File: src/yolo_write_pkg.sv
package yolo_write_pkg;

   localparam int IO_ADDR_W     = 32;
   localparam int HALF_ADDR_W   = 16;
   localparam int AXI_LEN_W     = 8;
   localparam int PIXEL_ADDR_W  = 10;
   // top bit selects the ping-pong bank
   localparam int VWRITE_ADDR_W = 9;
   localparam int N_STAGES      = 4;
   localparam int CFG_ADDR_W    = 5;

   typedef logic [IO_ADDR_W-1:0]     io_addr_t;
   typedef logic [HALF_ADDR_W-1:0]   half_addr_t;
   typedef logic [AXI_LEN_W-1:0]     axi_len_t;
   typedef logic [PIXEL_ADDR_W-1:0]  pixel_addr_t;
   typedef logic [VWRITE_ADDR_W-1:0] vwrite_addr_t;
   typedef logic [CFG_ADDR_W-1:0]    cfg_addr_t;

   // index 0 holds the base address
   typedef io_addr_t [N_STAGES-1:0] stage_addr_t;

   // configuration register map
   localparam cfg_addr_t VWRITE_CONF_EXT_ADDR = 5'd0;
   localparam cfg_addr_t VWRITE_CONF_OFFSET   = 5'd1;
   localparam cfg_addr_t VWRITE_CONF_LEN      = 5'd2;
   localparam cfg_addr_t VWRITE_CONF_INT_ADDR = 5'd3;
   localparam cfg_addr_t VWRITE_CONF_ITER_A   = 5'd4;
   localparam cfg_addr_t VWRITE_CONF_START_B  = 5'd5;
   localparam cfg_addr_t VWRITE_CONF_DUTY_B   = 5'd6;
   localparam cfg_addr_t VWRITE_CONF_DELAY_B  = 5'd7;
   localparam cfg_addr_t VWRITE_CONF_ITER_B   = 5'd8;
   localparam cfg_addr_t VWRITE_CONF_PER_B    = 5'd9;
   localparam cfg_addr_t VWRITE_CONF_SHIFT_B  = 5'd10;
   localparam cfg_addr_t VWRITE_CONF_INCR_B   = 5'd11;
   localparam cfg_addr_t VREAD_CONF_EXT_ADDR  = 5'd12;
   localparam cfg_addr_t VREAD_CONF_OFFSET    = 5'd13;
   localparam cfg_addr_t VREAD_CONF_LEN       = 5'd14;

   typedef struct packed {
      logic      valid;
      cfg_addr_t addr;
      io_addr_t  wdata;
      logic      wstrb;
   } cpu_req_t;

   // start only ever holds a vwrite buffer address
   typedef struct packed {
      pixel_addr_t start;
      pixel_addr_t duty;
      pixel_addr_t delay;
      pixel_addr_t iter;
      pixel_addr_t per;
      pixel_addr_t shift;
      pixel_addr_t incr;
   } pixgen_cfg_t;

   typedef struct packed {
      io_addr_t     ext_addr;
      half_addr_t   offset;
      axi_len_t     len;
      vwrite_addr_t int_addr;
      pixel_addr_t  iter_a;
      pixgen_cfg_t  gen;
   } vwrite_cfg_t;

   typedef struct packed {
      io_addr_t   ext_addr;
      half_addr_t offset;
      half_addr_t len;
   } vread_cfg_t;

   typedef struct packed {
      axi_len_t vwrite;
      axi_len_t vread;
   } dma_len_t;

   typedef enum logic [1:0] {
      GEN_IDLE,
      GEN_DELAY,
      GEN_RUN
   } addrgen_state_e;

endpackage

File: src/yolo_cfg_shadow.sv
`timescale 1ns/100ps

module yolo_cfg_shadow (
   input  logic                         clk,
   input  logic                         rst,
   input  logic                         run,
   input  yolo_write_pkg::vwrite_cfg_t  vwrite_cfg,
   input  yolo_write_pkg::vread_cfg_t   vread_cfg,
   output yolo_write_pkg::vwrite_cfg_t  vwrite_shadow,
   output yolo_write_pkg::half_addr_t   vread_len_shadow,
   output yolo_write_pkg::stage_addr_t  vwrite_ext_addr,
   output yolo_write_pkg::stage_addr_t  vread_ext_addr,
   output yolo_write_pkg::vwrite_addr_t vwrite_int_addr
);

   // vwrite chain, one step per run
   yolo_write_pkg::vwrite_cfg_t  vwrite_pipe0;
   yolo_write_pkg::vwrite_cfg_t  vwrite_pipe1;
   yolo_write_pkg::stage_addr_t  vwrite_ext_pipe0;
   yolo_write_pkg::stage_addr_t  vwrite_ext_pipe1;
   yolo_write_pkg::vwrite_addr_t vwrite_int_pipe0;
   yolo_write_pkg::vwrite_addr_t vwrite_int_pipe1;

   logic bank_next;

   // base + i * offset for every stage
   function automatic yolo_write_pkg::stage_addr_t stage_addrs(
      input yolo_write_pkg::io_addr_t   base,
      input yolo_write_pkg::half_addr_t offset
   );
      yolo_write_pkg::stage_addr_t addrs;
      for (int i = 0; i < yolo_write_pkg::N_STAGES; i++) begin
         addrs[i] = base + yolo_write_pkg::io_addr_t'(i) * offset;
      end
      return addrs;
   endfunction

   // ping-pong: flip the bank whenever the incoming layer has iterations
   assign bank_next = vwrite_int_pipe0[yolo_write_pkg::VWRITE_ADDR_W-1] ^ (|vwrite_cfg.iter_a);

   always_ff @(posedge clk, posedge rst) begin
      if (rst) begin
         vwrite_pipe0     <= '0;
         vwrite_pipe1     <= '0;
         vwrite_shadow    <= '0;
         vwrite_ext_pipe0 <= '0;
         vwrite_ext_pipe1 <= '0;
         vwrite_ext_addr  <= '0;
         vwrite_int_pipe0 <= '0;
         vwrite_int_pipe1 <= '0;
         vwrite_int_addr  <= '0;
      end else if (run) begin
         vwrite_pipe0     <= vwrite_cfg;
         vwrite_pipe1     <= vwrite_pipe0;
         vwrite_shadow    <= vwrite_pipe1;
         vwrite_ext_pipe0 <= stage_addrs(vwrite_cfg.ext_addr, vwrite_cfg.offset);
         vwrite_ext_pipe1 <= vwrite_ext_pipe0;
         vwrite_ext_addr  <= vwrite_ext_pipe1;
         vwrite_int_pipe0 <= {bank_next,
                              vwrite_cfg.int_addr[yolo_write_pkg::VWRITE_ADDR_W-2:0]};
         vwrite_int_pipe1 <= vwrite_int_pipe0;
         vwrite_int_addr  <= vwrite_int_pipe1;
      end
   end

   // vread config is used by the very next run
   always_ff @(posedge clk, posedge rst) begin
      if (rst) begin
         vread_len_shadow <= '0;
         vread_ext_addr   <= '0;
      end else if (run) begin
         vread_len_shadow <= vread_cfg.len;
         vread_ext_addr   <= stage_addrs(vread_cfg.ext_addr, vread_cfg.offset);
      end
   end

endmodule

File: config.mk
export PLATFORM = sky130hd
export DESIGN_NAME = yolo_cfg_shadow
export DESIGN_NICKNAME = d
export VERILOG_FILES = /design/src/yolo_write_pkg.sv /design/src/yolo_cfg_shadow.sv
export SDC_FILE = /design/constraint.sdc
export NUM_CORES = 2
export LEC_CHECK = 0
export ABC_AREA = 1
export BUFFER_PORTS_ARGS = -buffer_cell sky130_fd_sc_hd__buf_2
export CAP_MARGIN = 25
export CORE_ASPECT_RATIO = 0.75
export CORE_MARGIN = 2
export CORE_UTILIZATION = 62
export CTS_CLUSTER_SIZE = 20
export DETAILED_ROUTE_END_ITERATION = 6
export PLACE_DENSITY_LB_ADDON = 0.05
export SKIP_LAST_GASP = 1
export SYNTH_ARGS = -nofsm -noshare
export SYNTH_HDL_FRONTEND = slang
export SYNTH_SLANG_ARGS = --single-unit
File: constraint.sdc
create_clock -name clk -period 60.1 [get_ports clk]
set_input_delay 9.015 -clock clk [delete_from_list [all_inputs] [get_ports clk]]
set_output_delay 9.015 -clock clk [all_outputs]
set_load 0.01 [all_outputs]
==> implementation parameters <==
Parameter                              Value

Place
  Routability-driven placement congestion ratio    1.028
  HPWL after detailed placement    84240 µm
  Port bufs    637
  Cell area after placement    44440 µm²

Logic synthesis
  Number of distinct library cells after synthesis    40
  Post-Synthesis Mean Instance Area    8.007 µm²
  FF+latch count, synth    862
  Net count of the mapped netlist    5483
  Total of warnings raised by yosys    0
  Cell area after synthesis    41130 µm²
  Cells after synthesis    5137
  Sequential element share of the synthesized area    0.5244

STA
  FMAX    84.74 MHz
  Final worst path period share    0.1964
  Fin. max-slew vios    0
  Final total negative setup slack    0 ps
  RSZ-0062 raised after global routing    no
  Worst slew slack as a fraction of its limit    0.3136
  Setup skew after layout    12.06 ps
  Number of endpoints failing setup at the final stage    0
  Number of hold violations in the final report    0
  Slew at the pin closest to its max-slew limit    1030 ps
  Fin crit period    11800 ps

Drt
  Vias per cell    5.358
  Number of iterations in the first detailed-routing pass    6
  1st-iter DRT viols    3562
  Detailed-routing wirelength on met1    48100 µm
  Routed wl met2    55200 µm
  Highest routing layer actually used    met5
  Remaining design rule violation count    0
  Met3 wire len    8210 µm
  Routed WL per cell    17.63 µm
  Vias after detailed routing    35260
  Total routed wirelength    116000 µm
  Number of nets still failing antenna checks after routing    0

Clocking
  PostCTS Resize Cnt    0
  H-tree lvl count    3
  Longest Clk Path Bufs    3
  Clock sinks    862
  Total clock buffers created by CTS    80
  Worst-skew pair later-pin latency    640 ps
  # hold bufs at CTS    0
  TritonCTS clock tree    done
  Root Buffer Master    clkbuf_16
  Clock slew at reported path FFs    60 ps
  Number of setup buffers added after CTS    0

GRT
  Number of antenna violations at the first check in global routing    11
  Global-route wire length before repair    180000 µm
  Via count of the first global-routing pass    33220
  Largest net degree at the start of global routing    201
  Global route overflow    0
  Total Routing Usage GR    0.3389

Final layout
  Proportion of layout cells with a drive suffix above 1    0.1452
  Syn-to-layout area delta    15.18%
  Total non-filler cell area in the finished layout    47380 µm²
  Utilization of the core after routing    0.7247
  Layout net count    5989

Flow run
  Max cap viols    0

Floorplanning
  Top-Level Pins    638
  Die span in y    227.1 µm
  DIE WIDTH    301.4 µm
  Initial standard-cell utilization of the core    0.6292
  Die outline area    68440 µm²
  Core footprint    65370 µm²
  Row cnt    81

Worst setup path
  Largest fanout on the critical path    106
  WS Path Type    input pin to flop
  Required time at the endpoint of the critical path    60570 ps
  Launch instance of the worst register-to-register path    vwrite_ext_pipe0[115]$_DFFE_PP0P_
  Setup crit end kind    flop
  Worst setup path startpoint    run
  Signal arrival time at the worst endpoint    12270 ps
  CP startpoint kind    input pin

Pwr
  Static leakage    25.66 nW
  Worst voltage drop across the vdd grid    0.00003041 V
  Pwr per Cell Area    32.44 nW/µm²
  PnR Total Power    1.537 mW

Hold path
  Hold_sp    vwrite_shadow[50]$_DFFE_PP0P_
  Worst min-delay path category    flop to flop

Outcome
  Status    completed
-- metal layers --
metal  GRT usage  up-vias
met5           0        -
met4      0.1289        8
met3     0.06489      248
met2      0.5511     1195
met1      0.4561    16730
li1            -    17080
-- final cells by class --
cell class / count / area, µm²
timing repair buffer: 662 / 3488
clock inverter: 29 / 449.2
clock buffer: 111 / 2371
inverter: 551 / 2083
sequential: 862 / 21570
antenna: 9 / 22.52
fill: 5248 / 17990
multi-input combinational: 3486 / 16300
tap: 871 / 1090
-- kinds of logic after synthesis --
| family | count (synthesis) | synth area share |
|---|---|---|
| buf+inv | 789 | 0.07930 |
| xor+xnor | 38 | 0.008091 |
| fa+ha+maj | 134 | 0.04733 |
| flops | 862 | 0.5244 |
| simple gates | 2597 | 0.2526 |
| compound gates | 717 | 0.08827 |
-- sequential cells by signal (all words and copies together), names as in the netlist --
register,flops
vread_ext_addr,126
vwrite_ext_addr,126
vwrite_ext_pipe0,126
vwrite_ext_pipe1,126
vwrite_pipe0,113
vwrite_pipe1,113
vwrite_shadow,113
vread_len_shadow,16
vwrite_int_addr,1
vwrite_int_pipe0,1
vwrite_int_pipe1,1
-- critical path: stages --
cell and delay [ps]:
buf_8 500, buf_4 830, buf_4 820, buf_4 740
o21ai_0 220
-- Yosys cell counts (all sizes together) --
cell	count	area (µm²)
and2	2	12.51
nor3b	1	7.510
xnor2	31	271.5
o22ai	1	6.260
a21o	2	15.01
o21bai	1	7.510
xor2	7	61.31
nor4	7	80.07
nand2	2065	7756
nand3b	18	135.1
o211ai	2	15.01
a21oi	99	495.5
or2	16	100.1
nor3	20	116.4
buf	151	867.1
a21boi	2	15.01
o21a	1	7.510
a31oi	14	87.58
fa	36	720.7
dfrtp	862	21570
nand3	242	1211
o21ai	595	2982
nor2	185	714.4
and3	1	6.260
clkbuf	87	326.6
inv	551	2068
ha	98	1226
nand4	40	250.2
-- through the flow --
step                      worst slack, ps  hold slack [ps]  instances
after detailed placement            47680            452.9       6428
after CTS                           48320            467.8       6568
after floorplan                     26860            442.2       5137
final                               48300            464.1       6581
after global placement              47750            449.4       6428
after global routing                48010            485.0       6577
-- power by group --
| group | switching, mW | internal (mW) | leakage (nW) |
|---|---|---|---|
| Clock | 0.222 | 0.323 | 1.40 |
| Combinational | 0.194 | 0.0992 | 13.6 |
| Sequential | 0.0412 | 0.657 | 10.7 |
-- cell usage in the layout (no fill, tap or decap), types with 4 or more instances in the layout --
master	netlist	routed
buf_2	93	636
xnor2_1	31	31
a21oi_1	99	99
clkbuf_16	0	82
diode_2	0	9
fa_1	36	36
nand2_1	2063	2063
dfrtp_1	862	862
o21ai_0	591	591
inv_1	546	545
clkbuf_1	87	8
nor4_1	4	4
nor2_1	181	181
nand4_1	40	40
clkbuf_8	0	21
buf_12	0	5
nand3_1	242	242
ha_1	98	98
or2_2	16	16
nand3b_1	18	18
bufinv_16	0	11
xor2_1	7	7
nor3_1	18	18
a31oi_1	14	14
clkinv_2	0	12
inv_2	5	4
buf_4	49	18
-- path summary, 6_finish.rpt --
check	endpoint	slack, ps	cells after the start
max reg2reg	vwrite_ext_pipe0[115]$_DFFE_PP0P_	59100	4
max in group asynchronous	vwrite_ext_addr[55]$_DFFE_PP0P_	49250	5
min reg2reg	vwrite_shadow[50]$_DFFE_PP0P_	460	2
min	vwrite_shadow[50]$_DFFE_PP0P_	460	2
max	vwrite_pipe0[22]$_DFFE_PP0P_	48300	5
min in group asynchronous	vwrite_pipe0[17]$_DFFE_PP0P_	8520	2
No activity file was read; power rests on OpenSTA's default activity.
