--- config.mk ---
export PLATFORM = sky130hd
export DESIGN_NAME = yolo_dma_len
export DESIGN_NICKNAME = d
export VERILOG_FILES = /design/src/yolo_write_pkg.sv /design/src/yolo_dma_len.sv
export SDC_FILE = /design/constraint.sdc
export NUM_CORES = 1
export LEC_CHECK = 0
export BUFFER_PORTS_ARGS = -buffer_cell sky130_fd_sc_hd__buf_2
export CAP_MARGIN = 10
export CORE_ASPECT_RATIO = 1.4
export CORE_MARGIN = 2
export CORE_UTILIZATION = 35
export CTS_CLUSTER_DIAMETER = 80
export DETAILED_ROUTE_END_ITERATION = 12
export GPL_TIMING_DRIVEN = 0
export MAX_ROUTING_LAYER = met4
export PLACE_DENSITY = 0.72
export SLEW_MARGIN = 20
export SYNTH_ARGS = -nofsm -noshare
export SYNTH_HDL_FRONTEND = slang
export SYNTH_SLANG_ARGS = --single-unit
--- constraint.sdc ---
create_clock -name clk -period 3.95 [get_ports clk]
set_input_delay 0.395 -clock clk [delete_from_list [all_inputs] [get_ports clk]]
set_output_delay 0.395 -clock clk [all_outputs]
set_load 0.01 [all_outputs]
--- src/yolo_write_pkg.sv ---
package yolo_write_pkg;

   localparam int IO_ADDR_W     = 32;
   localparam int HALF_ADDR_W   = 16;
   localparam int AXI_LEN_W     = 8;
   localparam int PIXEL_ADDR_W  = 10;
   // top bit selects the ping-pong bank
   localparam int VWRITE_ADDR_W = 9;
   localparam int N_STAGES      = 4;
   localparam int CFG_ADDR_W    = 5;

   typedef logic [IO_ADDR_W-1:0]     io_addr_t;
   typedef logic [HALF_ADDR_W-1:0]   half_addr_t;
   typedef logic [AXI_LEN_W-1:0]     axi_len_t;
   typedef logic [PIXEL_ADDR_W-1:0]  pixel_addr_t;
   typedef logic [VWRITE_ADDR_W-1:0] vwrite_addr_t;
   typedef logic [CFG_ADDR_W-1:0]    cfg_addr_t;

   // index 0 holds the base address
   typedef io_addr_t [N_STAGES-1:0] stage_addr_t;

   // configuration register map
   localparam cfg_addr_t VWRITE_CONF_EXT_ADDR = 5'd0;
   localparam cfg_addr_t VWRITE_CONF_OFFSET   = 5'd1;
   localparam cfg_addr_t VWRITE_CONF_LEN      = 5'd2;
   localparam cfg_addr_t VWRITE_CONF_INT_ADDR = 5'd3;
   localparam cfg_addr_t VWRITE_CONF_ITER_A   = 5'd4;
   localparam cfg_addr_t VWRITE_CONF_START_B  = 5'd5;
   localparam cfg_addr_t VWRITE_CONF_DUTY_B   = 5'd6;
   localparam cfg_addr_t VWRITE_CONF_DELAY_B  = 5'd7;
   localparam cfg_addr_t VWRITE_CONF_ITER_B   = 5'd8;
   localparam cfg_addr_t VWRITE_CONF_PER_B    = 5'd9;
   localparam cfg_addr_t VWRITE_CONF_SHIFT_B  = 5'd10;
   localparam cfg_addr_t VWRITE_CONF_INCR_B   = 5'd11;
   localparam cfg_addr_t VREAD_CONF_EXT_ADDR  = 5'd12;
   localparam cfg_addr_t VREAD_CONF_OFFSET    = 5'd13;
   localparam cfg_addr_t VREAD_CONF_LEN       = 5'd14;

   typedef struct packed {
      logic      valid;
      cfg_addr_t addr;
      io_addr_t  wdata;
      logic      wstrb;
   } cpu_req_t;

   // start only ever holds a vwrite buffer address
   typedef struct packed {
      pixel_addr_t start;
      pixel_addr_t duty;
      pixel_addr_t delay;
      pixel_addr_t iter;
      pixel_addr_t per;
      pixel_addr_t shift;
      pixel_addr_t incr;
   } pixgen_cfg_t;

   typedef struct packed {
      io_addr_t     ext_addr;
      half_addr_t   offset;
      axi_len_t     len;
      vwrite_addr_t int_addr;
      pixel_addr_t  iter_a;
      pixgen_cfg_t  gen;
   } vwrite_cfg_t;

   typedef struct packed {
      io_addr_t   ext_addr;
      half_addr_t offset;
      half_addr_t len;
   } vread_cfg_t;

   typedef struct packed {
      axi_len_t vwrite;
      axi_len_t vread;
   } dma_len_t;

   typedef enum logic [1:0] {
      GEN_IDLE,
      GEN_DELAY,
      GEN_RUN
   } addrgen_state_e;

endpackage

--- src/yolo_dma_len.sv ---
`timescale 1ns/100ps

module yolo_dma_len (
   input  logic                       clk,
   input  logic                       rst,
   input  logic                       run,
   input  logic                       vread_ready,
   input  yolo_write_pkg::half_addr_t vread_len,
   input  yolo_write_pkg::half_addr_t vread_len_shadow,
   output yolo_write_pkg::axi_len_t   vread_dma_len
);

   yolo_write_pkg::half_addr_t dma_cnt;

   always_ff @(posedge clk, posedge rst) begin
      if (rst) begin
         dma_cnt <= '0;
      end else if (run) begin
         dma_cnt <= vread_len;
      end else if (vread_ready) begin
         // wrap back to the layer length once exhausted
         if (dma_cnt == '0) begin
            dma_cnt <= vread_len_shadow;
         end else begin
            dma_cnt <= dma_cnt - 1'b1;
         end
      end
   end

   // clamp to the longest axi burst
   assign vread_dma_len = (|dma_cnt[yolo_write_pkg::HALF_ADDR_W-1:yolo_write_pkg::AXI_LEN_W])
                          ? '1 : dma_cnt[yolo_write_pkg::AXI_LEN_W-1:0];

endmodule

==> results of run 1 <==
==> cell usage after synthesis (all sizes together), types with 2 or more instances <==
| master | n |
|---|---|
| o21ai | 17 |
| dfrtp | 16 |
| a21oi | 15 |
| nor3b | 15 |
| nand2 | 12 |
| nor2 | 11 |
| clkbuf | 8 |
| xor2 | 8 |
| nor4 | 6 |
| inv | 5 |
| nand2b | 5 |
| nor3 | 5 |
| or4 | 5 |
| o211ai | 4 |
| a221o | 3 |
| or3 | 3 |
| xnor2 | 3 |
| a31oi | 2 |
| buf | 2 |
==> worst max path at each step <==
stage,start,end,slack [ns],cells past startpoint
after floorplan,dma_cnt[4],dma_cnt[3],1.70,7
after detailed placement,dma_cnt[11],vread_dma_len[2],1.54,4
after global routing,dma_cnt[11],vread_dma_len[2],1.05,4
after CTS,dma_cnt[11],vread_dma_len[2],1.26,4
after global placement,dma_cnt[0],dma_cnt[3],1.55,8
final,dma_cnt[11],vread_dma_len[2],1.26,4
==> power groups by stage <==
stage          Clock, mW  Sequential, mW  Combinational [mW]
2_1_floorplan          0           0.203              0.0867
3_3_place_gp           0           0.209               0.122
3_5_place_dp           0           0.210               0.122
4_1_cts            0.154           0.207               0.123
5_1_grt            0.163           0.211               0.138
6_report           0.151           0.207               0.122
==> per-stage QoR <==
step	area [um2]	setup slack [ns]	hold WS (ns)	utilization
2_1_floorplan	1230	1.70	0.309	-
3_3_place_gp	1490	1.55	0.514	0.440
3_5_place_dp	1490	1.54	0.515	0.440
4_1_cts	1540	1.26	0.242	0.456
5_1_grt	1540	1.05	0.277	0.456
6_report	1540	1.26	0.215	0.456
==> routing by layer <==
metal / up-vias / wire [um] / global-route usage
met5: - / 0 / -
met4: 0 / 65 / 0.0944
met3: 6 / 209 / 0.0201
met2: 49 / 1760 / 0.324
met1: 601 / 1460 / 0.238
li1: 657 / - / -
==> layout make-up <==
cell class,instances,share of cell area
buffer,10,0.0300
tap,40,0.0325
sequential,16,0.260
inverter,5,0.0122
timing repair buffer,41,0.133
clock buffer,4,0.0357
multi-input combinational,124,0.497
==> worst reg2reg max path, cell delays in order (launching register included) <==
cell,delay [ns]
dfrtp_1,0.41
inv_1,0.11
ha_1,0.31
or3b_2,0.47
or4_4,0.42
buf_6,0.16
nor2_2,0.07
a21oi_1,0.04
a221o_1,0.32
==> cell families (layout without fill, tap and decap cells) <==
logic type | after synthesis | in the layout | share of synthesized area
AND/OR/NAND/NOR | 67 | 67 | 0.317
AO/OA/AOI/OAI | 45 | 45 | 0.216
flip-flops | 16 | 16 | 0.325
buffers and inverters | 15 | 60 | 0.0528
XOR/XNOR | 11 | 11 | 0.0783
adder cells (fa/ha/maj) | 1 | 1 | 0.0102
==> run summary, run 1 <==
status: completed
non-filler cells in the finished layout: 240
hold-fix buffer count after cts: 0
final critical-path required period: 2.69 ns
setup TNS: 0 ns
maximum VDD drop: 0.000184 V
cell family with most CP delay: simple AND/OR/NAND/NOR gates
# fillers: 366
worst path required time: 3.56 ns
placed insts: 236
Post-synth top flop: dfrtp_1
gr ovfl total: 0
CTS tree: yes
Core Area: 3380 um2
Least-Margin Pin Slew: 0.849 ns
Avg Cell Area, Syn: 7.94 um2
worst-path maximum fanout: 7
Yosys reg bits: 16
max FFs per register: 16
register share of total power: 0.431
Routed WL per cell: 14.6 um
total CTS buffers: 3
Mapped Cells: 155
Post-CTS Setup Bufs: 0
Power Density: 312 nW/um2
P_int: 330 uW
most common cell after layout, fill and taps aside: buf_2
worst path arrival time: 2.29 ns
Switching Power: 151 uW
post-cts sizing count: 0
switching portion of total power: 0.314
drt via density: 5.47
Cell Rows: 25
Clock Tree Buf Depth: 2
cell accounting for the most synthesized area: dfrtp_1
skew final: 0.00635 ns
max cap viols: 0
Worst-path clk slew: 0.07 ns
largest registers: dma_cnt: 16 flops
fraction of registers with async set/reset: 1.00
largest reg by FF count: dma_cnt
r2r startpoint: dma_cnt[0]
Final HPWL DP: 2.63 mm
HP Class: input pin to asynchronous set/reset pin
critical path capture point type: primary output
Residual DRC: 0
part of the Yosys area used for sequential elements: 0.325
Clk pwr share: 0.315
area grow syn2layout: 25.2%
CP max stage delay: 0.68 ns
RSZ-0062 raised after global routing: false
first-pass GRT wire length: 5.70 mm
initial drt markers: 47
final count of negative-setup-slack endpoints: 0
Port-buffer cells: 41
FF-to-FF path depth: 8
vias in the first global route: 1267
critical-path cell list: or4_1 > nor3_1 > nand2b_1 > buf_2
Peak Freq: 372 MHz
layout cell share with drive strength beyond 1: 0.260
Initial Util: 0.364
total power: 481 uW
initial antenna violation count: 0
Post-synth EDFFs: 0
die area: 4010 um2
largest net degree at the start of global routing: 17
share of the synthesized area in the top cell type: 0.325
Slew headroom: 0.430
critical path type: register to primary output
slowest CP cell: nor3_1
leakage dissipation: 0.638 nW
Pre-antenna DRT Iters: 4
combinational share of power: 0.254
Hold Vio Cnt, Final: 0
Distinct cells, synth: 32
startpoint types: register
diode count: 0
width of the chip: 54.1 um
Synth Net Count: 192
Warnings, synthesis: 0
drt total wl: 3.50 mm
Buf/Inv on CP: 1
Die Span Y: 74.2 um
ANT nets after route: 0
GRT Overall Usage: 0.198
R2R Setup Slk: 1.53 ns
multi-input combinational cell area: 766 um2
highest-count cells in the layout ignoring fill and taps: 42 x buf_2, 17 x o21ai_0, 16 x dfrtp_1
top area cells in the synthesized netlist: dfrtp_1 33%, nor3b_1 9.1%, o21ai_0 6.9%, a21oi_1 6.1%, xor2_1 5.7%
crit share post-route: 0.681
clk sinks: 16
routability cong.: 0.853
via count: 1313
Clk Latency, worst-skew pair: 0.26 ns
IO Count: 44
Max H-tree Level: 1
register area: 400 um2
Max Slew Vio Count: 0
Clk Tree Root Cell: clkbuf_8
synthesized area: 1230 um2
Final nets: 238
RR Endpoint: dma_cnt[3]
(Power assumes the default switching activity.)
==> run 2: changes to the inputs <==
- clock period: 3.95 -> 2.65 ns (I/O delays scaled with it)
==> run 2 against run 1 <==
Against the previous run:
- critical path depth rose by 4
- combinational power up 50%
- highest routed layer unchanged
- register-to-register slack lost 1.3 ns
- clock-buffer cell count is the same
- clock skew rose by 0.0012 ns
- clock power increased by 50%
- sequential power rose by 49%
- first-iteration DRC count rose by 19%
- via count is 0.23% lower
- critical path type is now register to register
- critical endpoint is now dma_cnt[3]
- largest power group unchanged
==> run summary, run 2 (synthesis results as in run 1) <==
Setup WS pre-CTS: 0.268 ns (was 1.54 ns)
total CTS buffers: 3 (unchanged)
Residual DRC: 0 (unchanged)
routed length on met2: 1.77 mm (was 1.76 mm)
Fin Hold WS: 0.0851 ns (was 0.215 ns)
Util after Layout: 0.458 (was 0.456)
Cell Rows: 25 (unchanged)
most common cell after layout, fill and taps aside: buf_2 (unchanged)
skew final: 0.00759 ns (was 0.00635 ns)
Clk Latency, worst-skew pair: 0.26 ns (about the same)
gr ovfl total: 0 (unchanged)
RSZ-0062 raised after global routing: false (unchanged)
r2r startpoint: dma_cnt[0] (unchanged)
met3 routed WL: 199 um (was 209 um)
Initial Util: 0.364 (unchanged)
startpoint types: register (unchanged)
Buf/Inv on CP: 2 (was 1)
drt total wl: 3.50 mm (about the same)
Worst-path clk slew: 0.07 ns (about the same)
max FFs per register: 16 (unchanged)
worst path required time: 2.79 ns (was 3.56 ns)
layout cell share with drive strength beyond 1: 0.265 (was 0.260)
final critical-path required period: 2.43 ns
critical-path cell list: inv_1 > ha_1 > or3b_2 > or4_4 > buf_6 > nor2_2 > a21oi_1 > a221o_1 (was or4_1 > nor3_1 > nand2b_1 > buf_2)
largest reg by FF count: dma_cnt (unchanged)
leakage dissipation: 0.638 nW (about the same)
Pre-antenna DRT Iters: 4 (unchanged)
area grow syn2layout: 25.6% (was 25.2%)
placed insts: 236 (unchanged)
crit share post-route: 0.917
final count of negative-setup-slack endpoints: 0 (unchanged)
Core Area: 3380 um2 (unchanged)
worst path arrival time: 2.57 ns (was 2.29 ns)
initial drt markers: 56 (was 47)
width of the chip: 54.1 um (unchanged)
critical path type: register to register (was register to primary output)
Max Slew Vio Count: 0 (unchanged)
ANT nets after route: 0 (unchanged)
drt via density: 5.46 (was 5.47)
slowest CP cell: or3b_2 (was nor3_1)
largest registers: dma_cnt: 16 flops (unchanged)
GRT Overall Usage: 0.198 (unchanged)
die area: 4010 um2 (unchanged)
Clk Tree Root Cell: clkbuf_8 (unchanged)
max cap viols: 0 (unchanged)
total power: 718 uW (was 481 uW)
CTS tree: yes (unchanged)
setup TNS: 0 ns (unchanged)
RR Endpoint: dma_cnt[3] (unchanged)
R2R Setup Slk: 0.22 ns (was 1.53 ns)
via count: 1310 (was 1313)
first-pass GRT wire length: 5.70 mm (unchanged)
Max H-tree Level: 1 (unchanged)
Least-Margin Pin Slew: 0.761 ns (was 0.849 ns)
highest-count cells in the layout ignoring fill and taps: 42 x buf_2, 17 x o21ai_0, 16 x dfrtp_1 (unchanged)
cell family with most CP delay: simple AND/OR/NAND/NOR gates (unchanged)
Final Worst Setup Slack: 0.221 ns (was 1.26 ns)
top routing layer used: met4 (unchanged)
FF-to-FF path depth: 8 (unchanged)
largest net degree at the start of global routing: 17 (unchanged)
Power Density: 464 nW/um2 (was 312 nW/um2)
routability cong.: 0.853 (unchanged)
Peak Freq: 412 MHz
clk sinks: 16 (unchanged)
initial antenna violation count: 0 (unchanged)
wl on met1: 1.48 mm (was 1.46 mm)
Final nets: 238 (unchanged)
Area after DPL: 1490 um2 (unchanged)
Finished Cell Area: 1550 um2 (was 1540 um2)
CP max stage delay: 0.46 ns (was 0.68 ns)
Clock Tree Buf Depth: 2 (unchanged)
IO Count: 44 (unchanged)
non-filler cells in the finished layout: 240 (unchanged)
HP Class: input pin to asynchronous set/reset pin (unchanged)
worst-path maximum fanout: 10 (was 7)
Routed WL per cell: 14.6 um (about the same)
Die Span Y: 74.2 um (unchanged)
status: completed (unchanged)
Final HPWL DP: 2.63 mm (unchanged)
hold-fix buffer count after cts: 0 (unchanged)
critical path capture point type: register (was primary output)
Hold Vio Cnt, Final: 0 (unchanged)
Port-buffer cells: 41 (unchanged)
maximum VDD drop: 0.000274 V (was 0.000184 V)
Slew headroom: 0.488 (was 0.430)
diode count: 0 (unchanged)
vias in the first global route: 1267 (unchanged)
## run 2: changes by cell type in the layout (fill, tap and decap cells not counted)
cell / before / now
nor3_2: 0 / 1
nor3_1: 5 / 4
## run 2: final cells by class
cell class                      instances  area (um2)
Multi-Input combinational cell        124         771
Buffer                                 10        46.3
Clock buffer                            4        55.1
Tap cell                               40        50.0
Fill cell                             365        1830
Sequential cell                        16         400
Inverter                                5        18.8
Timing Repair Buffer                   41         205
## run 2: how the worst max path moves through the flow
stage | from | end | depth (start not counted)
CTS | dma_cnt[11] | vread_dma_len[2] | 4
floorplan | dma_cnt[4] | dma_cnt[3] | 7
detailed placement | dma_cnt[0] | dma_cnt[3] | 8
finish | dma_cnt[0] | dma_cnt[3] | 8
global placement | dma_cnt[0] | dma_cnt[3] | 8
global route | dma_cnt[0] | dma_cnt[3] | 8
## run 2: per-layer routing
layer / vias to the layer above / global-route usage
met5: - / -
met4: 0 / 0.0944
met3: 4 / 0.0201
met2: 48 / 0.324
met1: 602 / 0.238
li1: 656 / -
## run 2: what timing repair did
item | CTS | global route
endpoints found under the setup margin | 0 | 7
gates resized for setup | 0 | 1
buffers inserted | 0 | 0
## run 2: where the power goes
group	switching (mW)	total, mW	leakage, nW	internal [mW]
logic	0.0953	0.183	0.415	0.0877
registers	0.0371	0.309	0.195	0.272
clock network	0.0937	0.226	0.0288	0.132
