### config.mk
export PLATFORM = sky130hd
export DESIGN_NAME = yolo_pixel_addrgen
export DESIGN_NICKNAME = d
export VERILOG_FILES = /design/src/yolo_write_pkg.sv /design/src/yolo_pixel_addrgen.sv
export SDC_FILE = /design/constraint.sdc
export NUM_CORES = 1
export LEC_CHECK = 0
export ABC_CLOCK_PERIOD_IN_PS = 4300
export BUFFER_PORTS_ARGS = -buffer_cell sky130_fd_sc_hd__buf_4
export CAP_MARGIN = 40
export CELL_PAD_IN_SITES_DETAIL_PLACEMENT = 1
export CELL_PAD_IN_SITES_GLOBAL_PLACEMENT = 1
export CORE_ASPECT_RATIO = 1.1
export CORE_UTILIZATION = 37
export CTS_CLUSTER_DIAMETER = 100
export DETAILED_ROUTE_END_ITERATION = 10
export PLACE_DENSITY_LB_ADDON = 0.1
export SLEW_MARGIN = 40
export SYNTH_ARGS = -nofsm -noshare
export SYNTH_HDL_FRONTEND = slang
export SYNTH_SLANG_ARGS = --single-unit
### constraint.sdc
create_clock -name clk -period 4.3 [get_ports clk]
set_input_delay 0.645 -clock clk [delete_from_list [all_inputs] [get_ports clk]]
set_output_delay 0.645 -clock clk [all_outputs]
set_load 0.005 [all_outputs]
### src/yolo_write_pkg.sv
package yolo_write_pkg;

   localparam int IO_ADDR_W     = 32;
   localparam int HALF_ADDR_W   = 16;
   localparam int AXI_LEN_W     = 8;
   localparam int PIXEL_ADDR_W  = 10;
   // top bit selects the ping-pong bank
   localparam int VWRITE_ADDR_W = 9;
   localparam int N_STAGES      = 4;
   localparam int CFG_ADDR_W    = 5;

   typedef logic [IO_ADDR_W-1:0]     io_addr_t;
   typedef logic [HALF_ADDR_W-1:0]   half_addr_t;
   typedef logic [AXI_LEN_W-1:0]     axi_len_t;
   typedef logic [PIXEL_ADDR_W-1:0]  pixel_addr_t;
   typedef logic [VWRITE_ADDR_W-1:0] vwrite_addr_t;
   typedef logic [CFG_ADDR_W-1:0]    cfg_addr_t;

   // index 0 holds the base address
   typedef io_addr_t [N_STAGES-1:0] stage_addr_t;

   // configuration register map
   localparam cfg_addr_t VWRITE_CONF_EXT_ADDR = 5'd0;
   localparam cfg_addr_t VWRITE_CONF_OFFSET   = 5'd1;
   localparam cfg_addr_t VWRITE_CONF_LEN      = 5'd2;
   localparam cfg_addr_t VWRITE_CONF_INT_ADDR = 5'd3;
   localparam cfg_addr_t VWRITE_CONF_ITER_A   = 5'd4;
   localparam cfg_addr_t VWRITE_CONF_START_B  = 5'd5;
   localparam cfg_addr_t VWRITE_CONF_DUTY_B   = 5'd6;
   localparam cfg_addr_t VWRITE_CONF_DELAY_B  = 5'd7;
   localparam cfg_addr_t VWRITE_CONF_ITER_B   = 5'd8;
   localparam cfg_addr_t VWRITE_CONF_PER_B    = 5'd9;
   localparam cfg_addr_t VWRITE_CONF_SHIFT_B  = 5'd10;
   localparam cfg_addr_t VWRITE_CONF_INCR_B   = 5'd11;
   localparam cfg_addr_t VREAD_CONF_EXT_ADDR  = 5'd12;
   localparam cfg_addr_t VREAD_CONF_OFFSET    = 5'd13;
   localparam cfg_addr_t VREAD_CONF_LEN       = 5'd14;

   typedef struct packed {
      logic      valid;
      cfg_addr_t addr;
      io_addr_t  wdata;
      logic      wstrb;
   } cpu_req_t;

   // start only ever holds a vwrite buffer address
   typedef struct packed {
      pixel_addr_t start;
      pixel_addr_t duty;
      pixel_addr_t delay;
      pixel_addr_t iter;
      pixel_addr_t per;
      pixel_addr_t shift;
      pixel_addr_t incr;
   } pixgen_cfg_t;

   typedef struct packed {
      io_addr_t     ext_addr;
      half_addr_t   offset;
      axi_len_t     len;
      vwrite_addr_t int_addr;
      pixel_addr_t  iter_a;
      pixgen_cfg_t  gen;
   } vwrite_cfg_t;

   typedef struct packed {
      io_addr_t   ext_addr;
      half_addr_t offset;
      half_addr_t len;
   } vread_cfg_t;

   typedef struct packed {
      axi_len_t vwrite;
      axi_len_t vread;
   } dma_len_t;

   typedef enum logic [1:0] {
      GEN_IDLE,
      GEN_DELAY,
      GEN_RUN
   } addrgen_state_e;

endpackage

### src/yolo_pixel_addrgen.sv
`timescale 1ns/100ps

module yolo_pixel_addrgen (
   input  logic                        clk,
   input  logic                        rst,
   input  logic                        run_q,
   input  yolo_write_pkg::pixgen_cfg_t cfg,
   output yolo_write_pkg::pixel_addr_t pix_addr,
   output logic                        pix_en,
   output logic                        done
);

   yolo_write_pkg::addrgen_state_e state;
   yolo_write_pkg::pixel_addr_t    delay_cnt;
   yolo_write_pkg::pixel_addr_t    per_cnt;
   yolo_write_pkg::pixel_addr_t    iter_cnt;

   logic start_gen;
   logic delay_last;
   logic per_last;
   logic iter_last;

   assign start_gen  = run_q && (cfg.iter != '0);
   assign delay_last = (delay_cnt + 1'b1) >= cfg.delay;
   // per of zero behaves like a period of one
   assign per_last   = (per_cnt + 1'b1) >= cfg.per;
   assign iter_last  = (iter_cnt + 1'b1) >= cfg.iter;

   always_ff @(posedge clk, posedge rst) begin
      if (rst) begin
         state     <= yolo_write_pkg::GEN_IDLE;
         delay_cnt <= '0;
         per_cnt   <= '0;
         iter_cnt  <= '0;
      end else if (run_q) begin
         delay_cnt <= '0;
         per_cnt   <= '0;
         iter_cnt  <= '0;
         if (cfg.iter == '0) begin
            state <= yolo_write_pkg::GEN_IDLE;
         end else if (cfg.delay == '0) begin
            state <= yolo_write_pkg::GEN_RUN;
         end else begin
            state <= yolo_write_pkg::GEN_DELAY;
         end
      end else begin
         case (state)
            yolo_write_pkg::GEN_DELAY: begin
               if (delay_last) begin
                  state <= yolo_write_pkg::GEN_RUN;
               end else begin
                  delay_cnt <= delay_cnt + 1'b1;
               end
            end
            yolo_write_pkg::GEN_RUN: begin
               if (per_last) begin
                  per_cnt <= '0;
                  if (iter_last) begin
                     state <= yolo_write_pkg::GEN_IDLE;
                  end else begin
                     iter_cnt <= iter_cnt + 1'b1;
                  end
               end else begin
                  per_cnt <= per_cnt + 1'b1;
               end
            end
            default: begin
            end
         endcase
      end
   end

   // address walk, shift replaces incr at the period boundary
   always_ff @(posedge clk) begin
      if (start_gen) begin
         pix_addr <= cfg.start;
      end else if (state == yolo_write_pkg::GEN_RUN) begin
         pix_addr <= pix_addr + (per_last ? cfg.shift : cfg.incr);
      end
   end

   assign pix_en = (state == yolo_write_pkg::GEN_RUN) && (per_cnt < cfg.duty);
   assign done   = (state == yolo_write_pkg::GEN_IDLE);

endmodule

==> impl_metrics.py, run 1 <==
metrics = {
    "status": {
        "status": "finished clean",
    },
    "sta": {
        "fmax_mhz": 243,
        "rsz0062_at_grt": "true",
        "setup_viol_count_final": 0,
        "finalClockSkew_ns": 0.00816,
        "hold_violations": 0,
        "period_needed_ns": 4.12,
        "hold_ws_ns": 0.437,
        "max-slew-margin-rel_pct": 51.1,
        "fin_ws_ns": 0.179,
        "final-max-slew-violation-count": 0,
        "worst_slew_pin_slew_ns": 0.732,
        "min_period_over_period_pct": 95.8,
    },
    "drt": {
        "vias_per_cell": 5.18,
        "wl_per_cell_um": 14.9,
        "drcViolationCount": 0,
        "routed_wl_um": 10100,
        "vias": 3505,
        "ant_nets": 0,
        "drt_iter0_drc": 58,
        "drt_pre_antenna_iters": 4,
    },
    "cts": {
        "cts_buffers": 5,
        "insertion_delay_ns": 0.30,
        "cts.sinks": 42,
        "ctsHoldBuffers": 0,
        "clkTransAtPathRegs_ns": 0.09,
        "clockRootBuffer": "clkbuf_8",
        "tritoncts": "yes",
        "cts_buffer_depth": 2,
        "cts.htree.levels": 2,
    },
    "worst_setup_path": {
        "path_max_fanout": 4,
        "r2r-start": "per_cnt[0]$_DFFE_PP0P_",
        "crit_type": "reg -> reg",
        "r2r_setup_slack_ns": 0.18,
        "crit_path_start_kind": "register",
        "r2r_end": "pix_addr[7]$_DFFE_PP_",
        "worstPathRequired_ns": 4.36,
        "reg2reg_depth": 20,
        "worst_setup_path_end_kind": "register",
        "worstPathArrival_ns": 4.18,
    },
    "job": {
        "cap_viol_max_count": 0,
    },
    "layout": {
        "final_common_cell": "buf_4",
        "drive_gt1_share_pct": 25.9,
        "stdcell_count": 677,
        "final_area_um2": 4890,
        "final_cell_mix": "buf_4 (101), nand2_1 (55), inv_1 (54)",
        "fillCellCount": 1245,
        "syn2layout_area_growth_pct": 27.8,
        "fin_nets": 682,
        "antenna_cells": 0,
    },
    "placed_design": {
        "post_dp_cell_area_um2": 4600,
        "hpwl_um": 7960,
        "gp_congestion": 0.827,
        "dp_cells": 661,
        "port_buffers": 84,
        "place_ws_ns": -0.172,
    },
    "synth": {
        "ys_warn_count": 0,
        "ys_seq_elements": 42,
        "synth_area_per_cell_um2": 8.20,
        "postSynth.asyncResetShare_pct": 76.2,
        "syn_area_um2": 3820,
        "synth-edff-count": 10,
        "ys_seq_area_share_pct": 28.8,
        "synth-main-ff-cell": "dfrtp_1",
        "synth_cells": 466,
        "synth.distinct_cells": 46,
        "synthesis.nets": 591,
    },
    "global_routing": {
        "grt_max_degree": 38,
        "grt_usage_pct": 19.4,
        "grt-ovfl-total": 0,
        "antenna_found_initial": 0,
        "grt_pass1_vias": 3599,
        "grt_pass1_wl_um": 16600,
    },
    "floorplanning": {
        "num_rows": 38,
        "die_height_um": 109,
        "start_util_pct": 38.5,
        "pin_count": 85,
        "dieArea_um2": 10700,
        "die_width_um": 98.9,
        "fp.coreArea_um2": 9940,
    },
    "worst_hold_path": {
        "min_path_type": "in -> async",
    },
    "power_and_ir_drop": {
        "leakage_nw": 2.60,
        "p_per_area_nw_per_um2": 227,
        "ir_worst_vdd_v": 0.000131,
        "power_mw": 1.11,
    },
}
==> worst max path at each step <==
stage / start / endpoint / depth (start not counted)
final: per_cnt[0]$_DFFE_PP0P_ / pix_addr[7]$_DFFE_PP_ / 20
after global routing: per_cnt[0]$_DFFE_PP0P_ / pix_addr[7]$_DFFE_PP_ / 20
after CTS: per_cnt[0]$_DFFE_PP0P_ / pix_addr[8]$_DFFE_PP_ / 21
after detailed placement: per_cnt[0]$_DFFE_PP0P_ / pix_addr[8]$_DFFE_PP_ / 21
after global placement: per_cnt[0]$_DFFE_PP0P_ / pix_addr[9]$_DFFE_PP_ / 20
after floorplan: per_cnt[0]$_DFFE_PP0P_ / pix_addr[8]$_DFFE_PP_ / 23
==> power breakdown <==
part	internal (mW)	leakage, nW	switching, mW
registers	0.436	0.541	0.0175
logic	0.169	2.00	0.160
clock network	0.186	0.0573	0.142
total	0.791	2.60	0.320
==> registers in the layout, indices dropped and copies added (netlist names) <==
register	flops
delay_cnt	10
iter_cnt	10
per_cnt	10
pix_addr	10
state	2
==> metal layers <==
metal | up-vias | part of all wire, % | routed length (um) | track usage (%)
li1 | 1796 | - | - | -
met5 | - | 0 | 0 | 0
met4 | 0 | 1.6 | 165 | 4.58
met1 | 1633 | 43 | 4360 | 22.5
met3 | 13 | 3.4 | 340 | 3.10
met2 | 63 | 52 | 5250 | 37.0
==> layout make-up <==
cell class,count,area [um^2],share of cell area [%]
Timing Repair Buffer,102,769,15.7
Tap cell,120,150,3.07
Sequential cell,42,1100,22.5
Multi-Input combinational cell,352,2550,52.2
Inverter,54,203,4.15
Clock inverter,1,30.0,0.615
Clock buffer,6,82.6,1.69
==> cell usage after synthesis, types with 5 or more instances <==
cell      instances  area [um^2]
dfrtp_1          32          801
a21oi_1          40          200
nand2_1          55          206
and3_1           12         75.1
inv_1            54          203
nand3_1          16         80.1
a21o_1           11         82.6
nand2b_1          7         43.8
o21ai_0          24          120
xor2_1           18          158
mux2_2            6         67.6
nor2b_1          13         81.3
xnor2_1          14          123
nand4_1           6         37.5
a31o_2            5         43.8
or4_1             5         37.5
edfxtp_1         10          300
ha_1             51          638
nor2_1           22         82.6
nor4_1            6         37.5
o31ai_1           7         52.6
clkbuf_1         13         48.8
==> cells by family after synthesis <==
logic type / after synthesis / synth area share (%)
AO/OA/AOI/OAI: 104 / 16.7
flip-flops: 42 / 28.8
buffers and inverters: 72 / 7.40
multiplexers: 7 / 2.03
XOR/XNOR: 32 / 7.33
AND/OR/NAND/NOR: 157 / 20.5
adder cells (fa/ha/maj): 52 / 17.2
==> metrics by stage <==
step,util (%),setup TNS (ns)
after floorplan,-,0
after global placement,46.3,0
after detailed placement,46.3,-0.326
after CTS,48.0,0
after global routing,49.2,-0.0758
final,49.2,0
==> critical path, cell delays in order, from the launching register on <==
cell     delay (ns)
dfrtp_1        0.42
ha_1           0.22
and3_1         0.21
and3_1         0.20
xor2_1         0.16
ha_2           0.34
o21ai_1        0.08
o21ai_1        0.18
a21oi_2        0.06
or2_4          0.28
buf_4          0.14
nand2_1        0.06
nand2_1        0.05
ha_1           0.34
a21oi_2        0.21
o31ai_4        0.10
nor4_1         0.17
nor2_1         0.12
buf_4          0.15
xor2_1         0.13
mux2_2         0.26
==> timing repair <==
item,4_1_cts,5_1_grt
pin swaps,1,8
gates cloned,0,0
buffers inserted,5,4
endpoints found under the setup margin,3,5
resized for setup,6,23
hold endpoints to repair,0,0
Note: power is estimated with default switching activity, not from simulation.
==> run 2, diff against run 1 <==
- ABC_CLOCK_PERIOD_IN_PS: 4300 -> 5100
- CORE_UTILIZATION: 37 -> 44
- clock period: 4.3 -> 5.1 ns (I/O delays scaled with it)
==> run 2 against run 1 <==
Final area is 5.0% lower; flip-flop and latch count stayed put; critical path depth is 1 higher; clock power is 34% lower; first-iteration DRC count is 110% higher; sequential share of layout area is 1.2 points higher; via count is 1.0% higher; largest cell class unchanged; largest power group unchanged.
==> impl_metrics.py, run 2 (synthesis results as in run 1) <==
metrics = {
    "global_routing": {
        "antenna_found_initial": 0,
        "grt_pass1_wl_um": 17000,
        "grt_pass1_vias": 3690,
        "grt-ovfl-total": 0,
        "grt_max_degree": 38,
        "grt_usage_pct": 23.2,
    },
    "power_and_ir_drop": {
        "pwr-share-seq_pct": 44.8,
        "ir_worst_vdd_v": 0.000104,
        "pwr-share-clk_pct": 25.3,
        "leakage_nw": 2.50,
        "switchingPower_mw": 0.262,
        "p_sw_share_pct": 30.6,
        "p_int_mw": 0.592,
        "p_per_area_nw_per_um2": 184,
        "combinationalPowerShare_pct": 29.9,
    },
    "drt": {
        "vias": 3541,
        "routed_wl_um": 10200,
        "vias_per_cell": 5.41,
        "drt_pre_antenna_iters": 4,
        "drcViolationCount": 0,
        "ant_nets": 0,
        "wl_per_cell_um": 15.6,
        "drt_iter0_drc": 123,
    },
    "status": {
        "status": "finished clean",
    },
    "worst_setup_path": {
        "crit_path_start_kind": "register",
        "worstPathArrival_ns": 4.50,
        "path_max_fanout": 6,
        "worst_setup_path_end_kind": "register",
        "crit_type": "reg -> reg",
        "worstPathRequired_ns": 5.13,
    },
    "cts": {
        "clockRootBuffer": "clkbuf_8",
        "cts.sinks": 42,
        "cts_buffers": 5,
        "cts.htree.levels": 2,
        "clkTransAtPathRegs_ns": 0.09,
        "insertion_delay_ns": 0.30,
        "ctsHoldBuffers": 0,
        "cts_buffer_depth": 2,
        "cts_setup_buffers": 0,
        "tritoncts": "yes",
        "cts_resized": 0,
    },
    "job": {
        "cap_viol_max_count": 0,
    },
    "layout": {
        "final_cell_mix": "buf_4 (88), nand2_1 (55), inv_1 (54)",
        "antenna_cells": 0,
        "multiInputGateArea_um2": 2460,
        "drive_gt1_share_pct": 20.2,
        "syn2layout_area_growth_pct": 21.5,
        "final_common_cell": "buf_4",
        "fillCellCount": 1053,
        "fin_nets": 668,
        "area.sequential_um2": 1100,
        "fin_util_pct": 55.2,
    },
    "floorplanning": {
        "pin_count": 85,
        "dieArea_um2": 9060,
        "die_height_um": 99.8,
        "start_util_pct": 45.5,
        "fp.coreArea_um2": 8410,
        "die_width_um": 90.9,
        "num_rows": 35,
    },
    "sta": {
        "rsz0062_at_grt": "false",
        "fmax_mhz": 224,
        "hold_violations": 0,
        "finalClockSkew_ns": 0.00944,
        "max-slew-margin-rel_pct": 46.8,
        "min_period_over_period_pct": 87.6,
        "final-max-slew-violation-count": 0,
        "period_needed_ns": 4.47,
        "worst_slew_pin_slew_ns": 0.796,
        "fin_setup_tns_ns": 0,
        "setup_viol_count_final": 0,
    },
    "placed_design": {
        "gp_congestion": 0.921,
        "hpwl_um": 8160,
        "port_buffers": 84,
    },
    "worst_hold_path": {
        "min_path_type": "in -> async",
    },
}
==> run 2: power groups by stage <==
stage / Sequential (mW) / Clock [mW] / Combinational, mW
after floorplan: 0.387 / 0 / 0.146
after global placement: 0.389 / 0 / 0.245
after detailed placement: 0.390 / 0 / 0.257
after CTS: 0.383 / 0.221 / 0.259
after global routing: 0.386 / 0.232 / 0.285
final: 0.383 / 0.216 / 0.255
==> run 2: path summary, 6_finish.rpt <==
kind | from | to | slack (ns) | depth (start not counted)
hold reg to reg | iter_cnt[1]$_DFFE_PP0P_ | iter_cnt[1]$_DFFE_PP0P_ | 0.57 | 2
hold / removal | rst | per_cnt[1]$_DFFE_PP0P_ | 0.56 | 3
setup reg to reg | per_cnt[0]$_DFFE_PP0P_ | pix_addr[8]$_DFFE_PP_ | 0.63 | 21
min in group clk | iter_cnt[1]$_DFFE_PP0P_ | iter_cnt[1]$_DFFE_PP0P_ | 0.57 | 2
setup / recovery | per_cnt[0]$_DFFE_PP0P_ | pix_addr[8]$_DFFE_PP_ | 0.63 | 21
max in group asynchronous | rst | iter_cnt[2]$_DFFE_PP0P_ | 4.22 | 3
==> run 2: routing by layer <==
metal	vias up	share of wire [%]	GRT usage [%]
met5	-	0	0
met4	0	1.2	4.40
met3	12	2.9	2.83
met2	62	53	45.5
met1	1701	43	27.0
li1	1766	-	-
==> run 2: through the flow <==
stage                     cell area (um^2)  power [mW]  setup WS [ns]  std cells  hold WS, ns
after floorplan                       3820       0.533          0.944        466        0.505
after global placement                4550       0.634          0.801        647        0.531
after detailed placement              4560       0.647          0.538        647        0.561
after CTS                             4640       0.863          0.514        655        0.572
after global routing                  4640       0.903          0.121        655        0.606
final                                 4640       0.854          0.633        655        0.561
==> run 2: worst max-delay path, stage by stage (launching register included) <==
cell and delay, ns:
dfrtp_1 0.43, and3_1 0.22, nand3_1 0.20, nor2_1 0.20, xor2_1 0.11, ha_1 0.22, a2111oi_1 0.47, o21ai_0 0.16
a21oi_1 0.22, or2_2 0.20, nand2_1 0.07, nand2_1 0.07, ha_1 0.16, inv_1 0.06, fa_1 0.39, nor2b_1 0.14
o21ai_0 0.11, a21oi_1 0.22, o21ai_0 0.13, a21oi_1 0.18, xnor2_1 0.14, o21ai_0 0.09
==> run 2: final cells by class <==
cell class | count | share of cell area, %
timing repair buffer | 88 | 14.2
sequential | 42 | 23.7
clock inverter | 2 | 0.189
multi-input combinational | 352 | 53.0
clock buffer | 6 | 1.56
inverter | 54 | 4.37
tap | 111 | 2.99
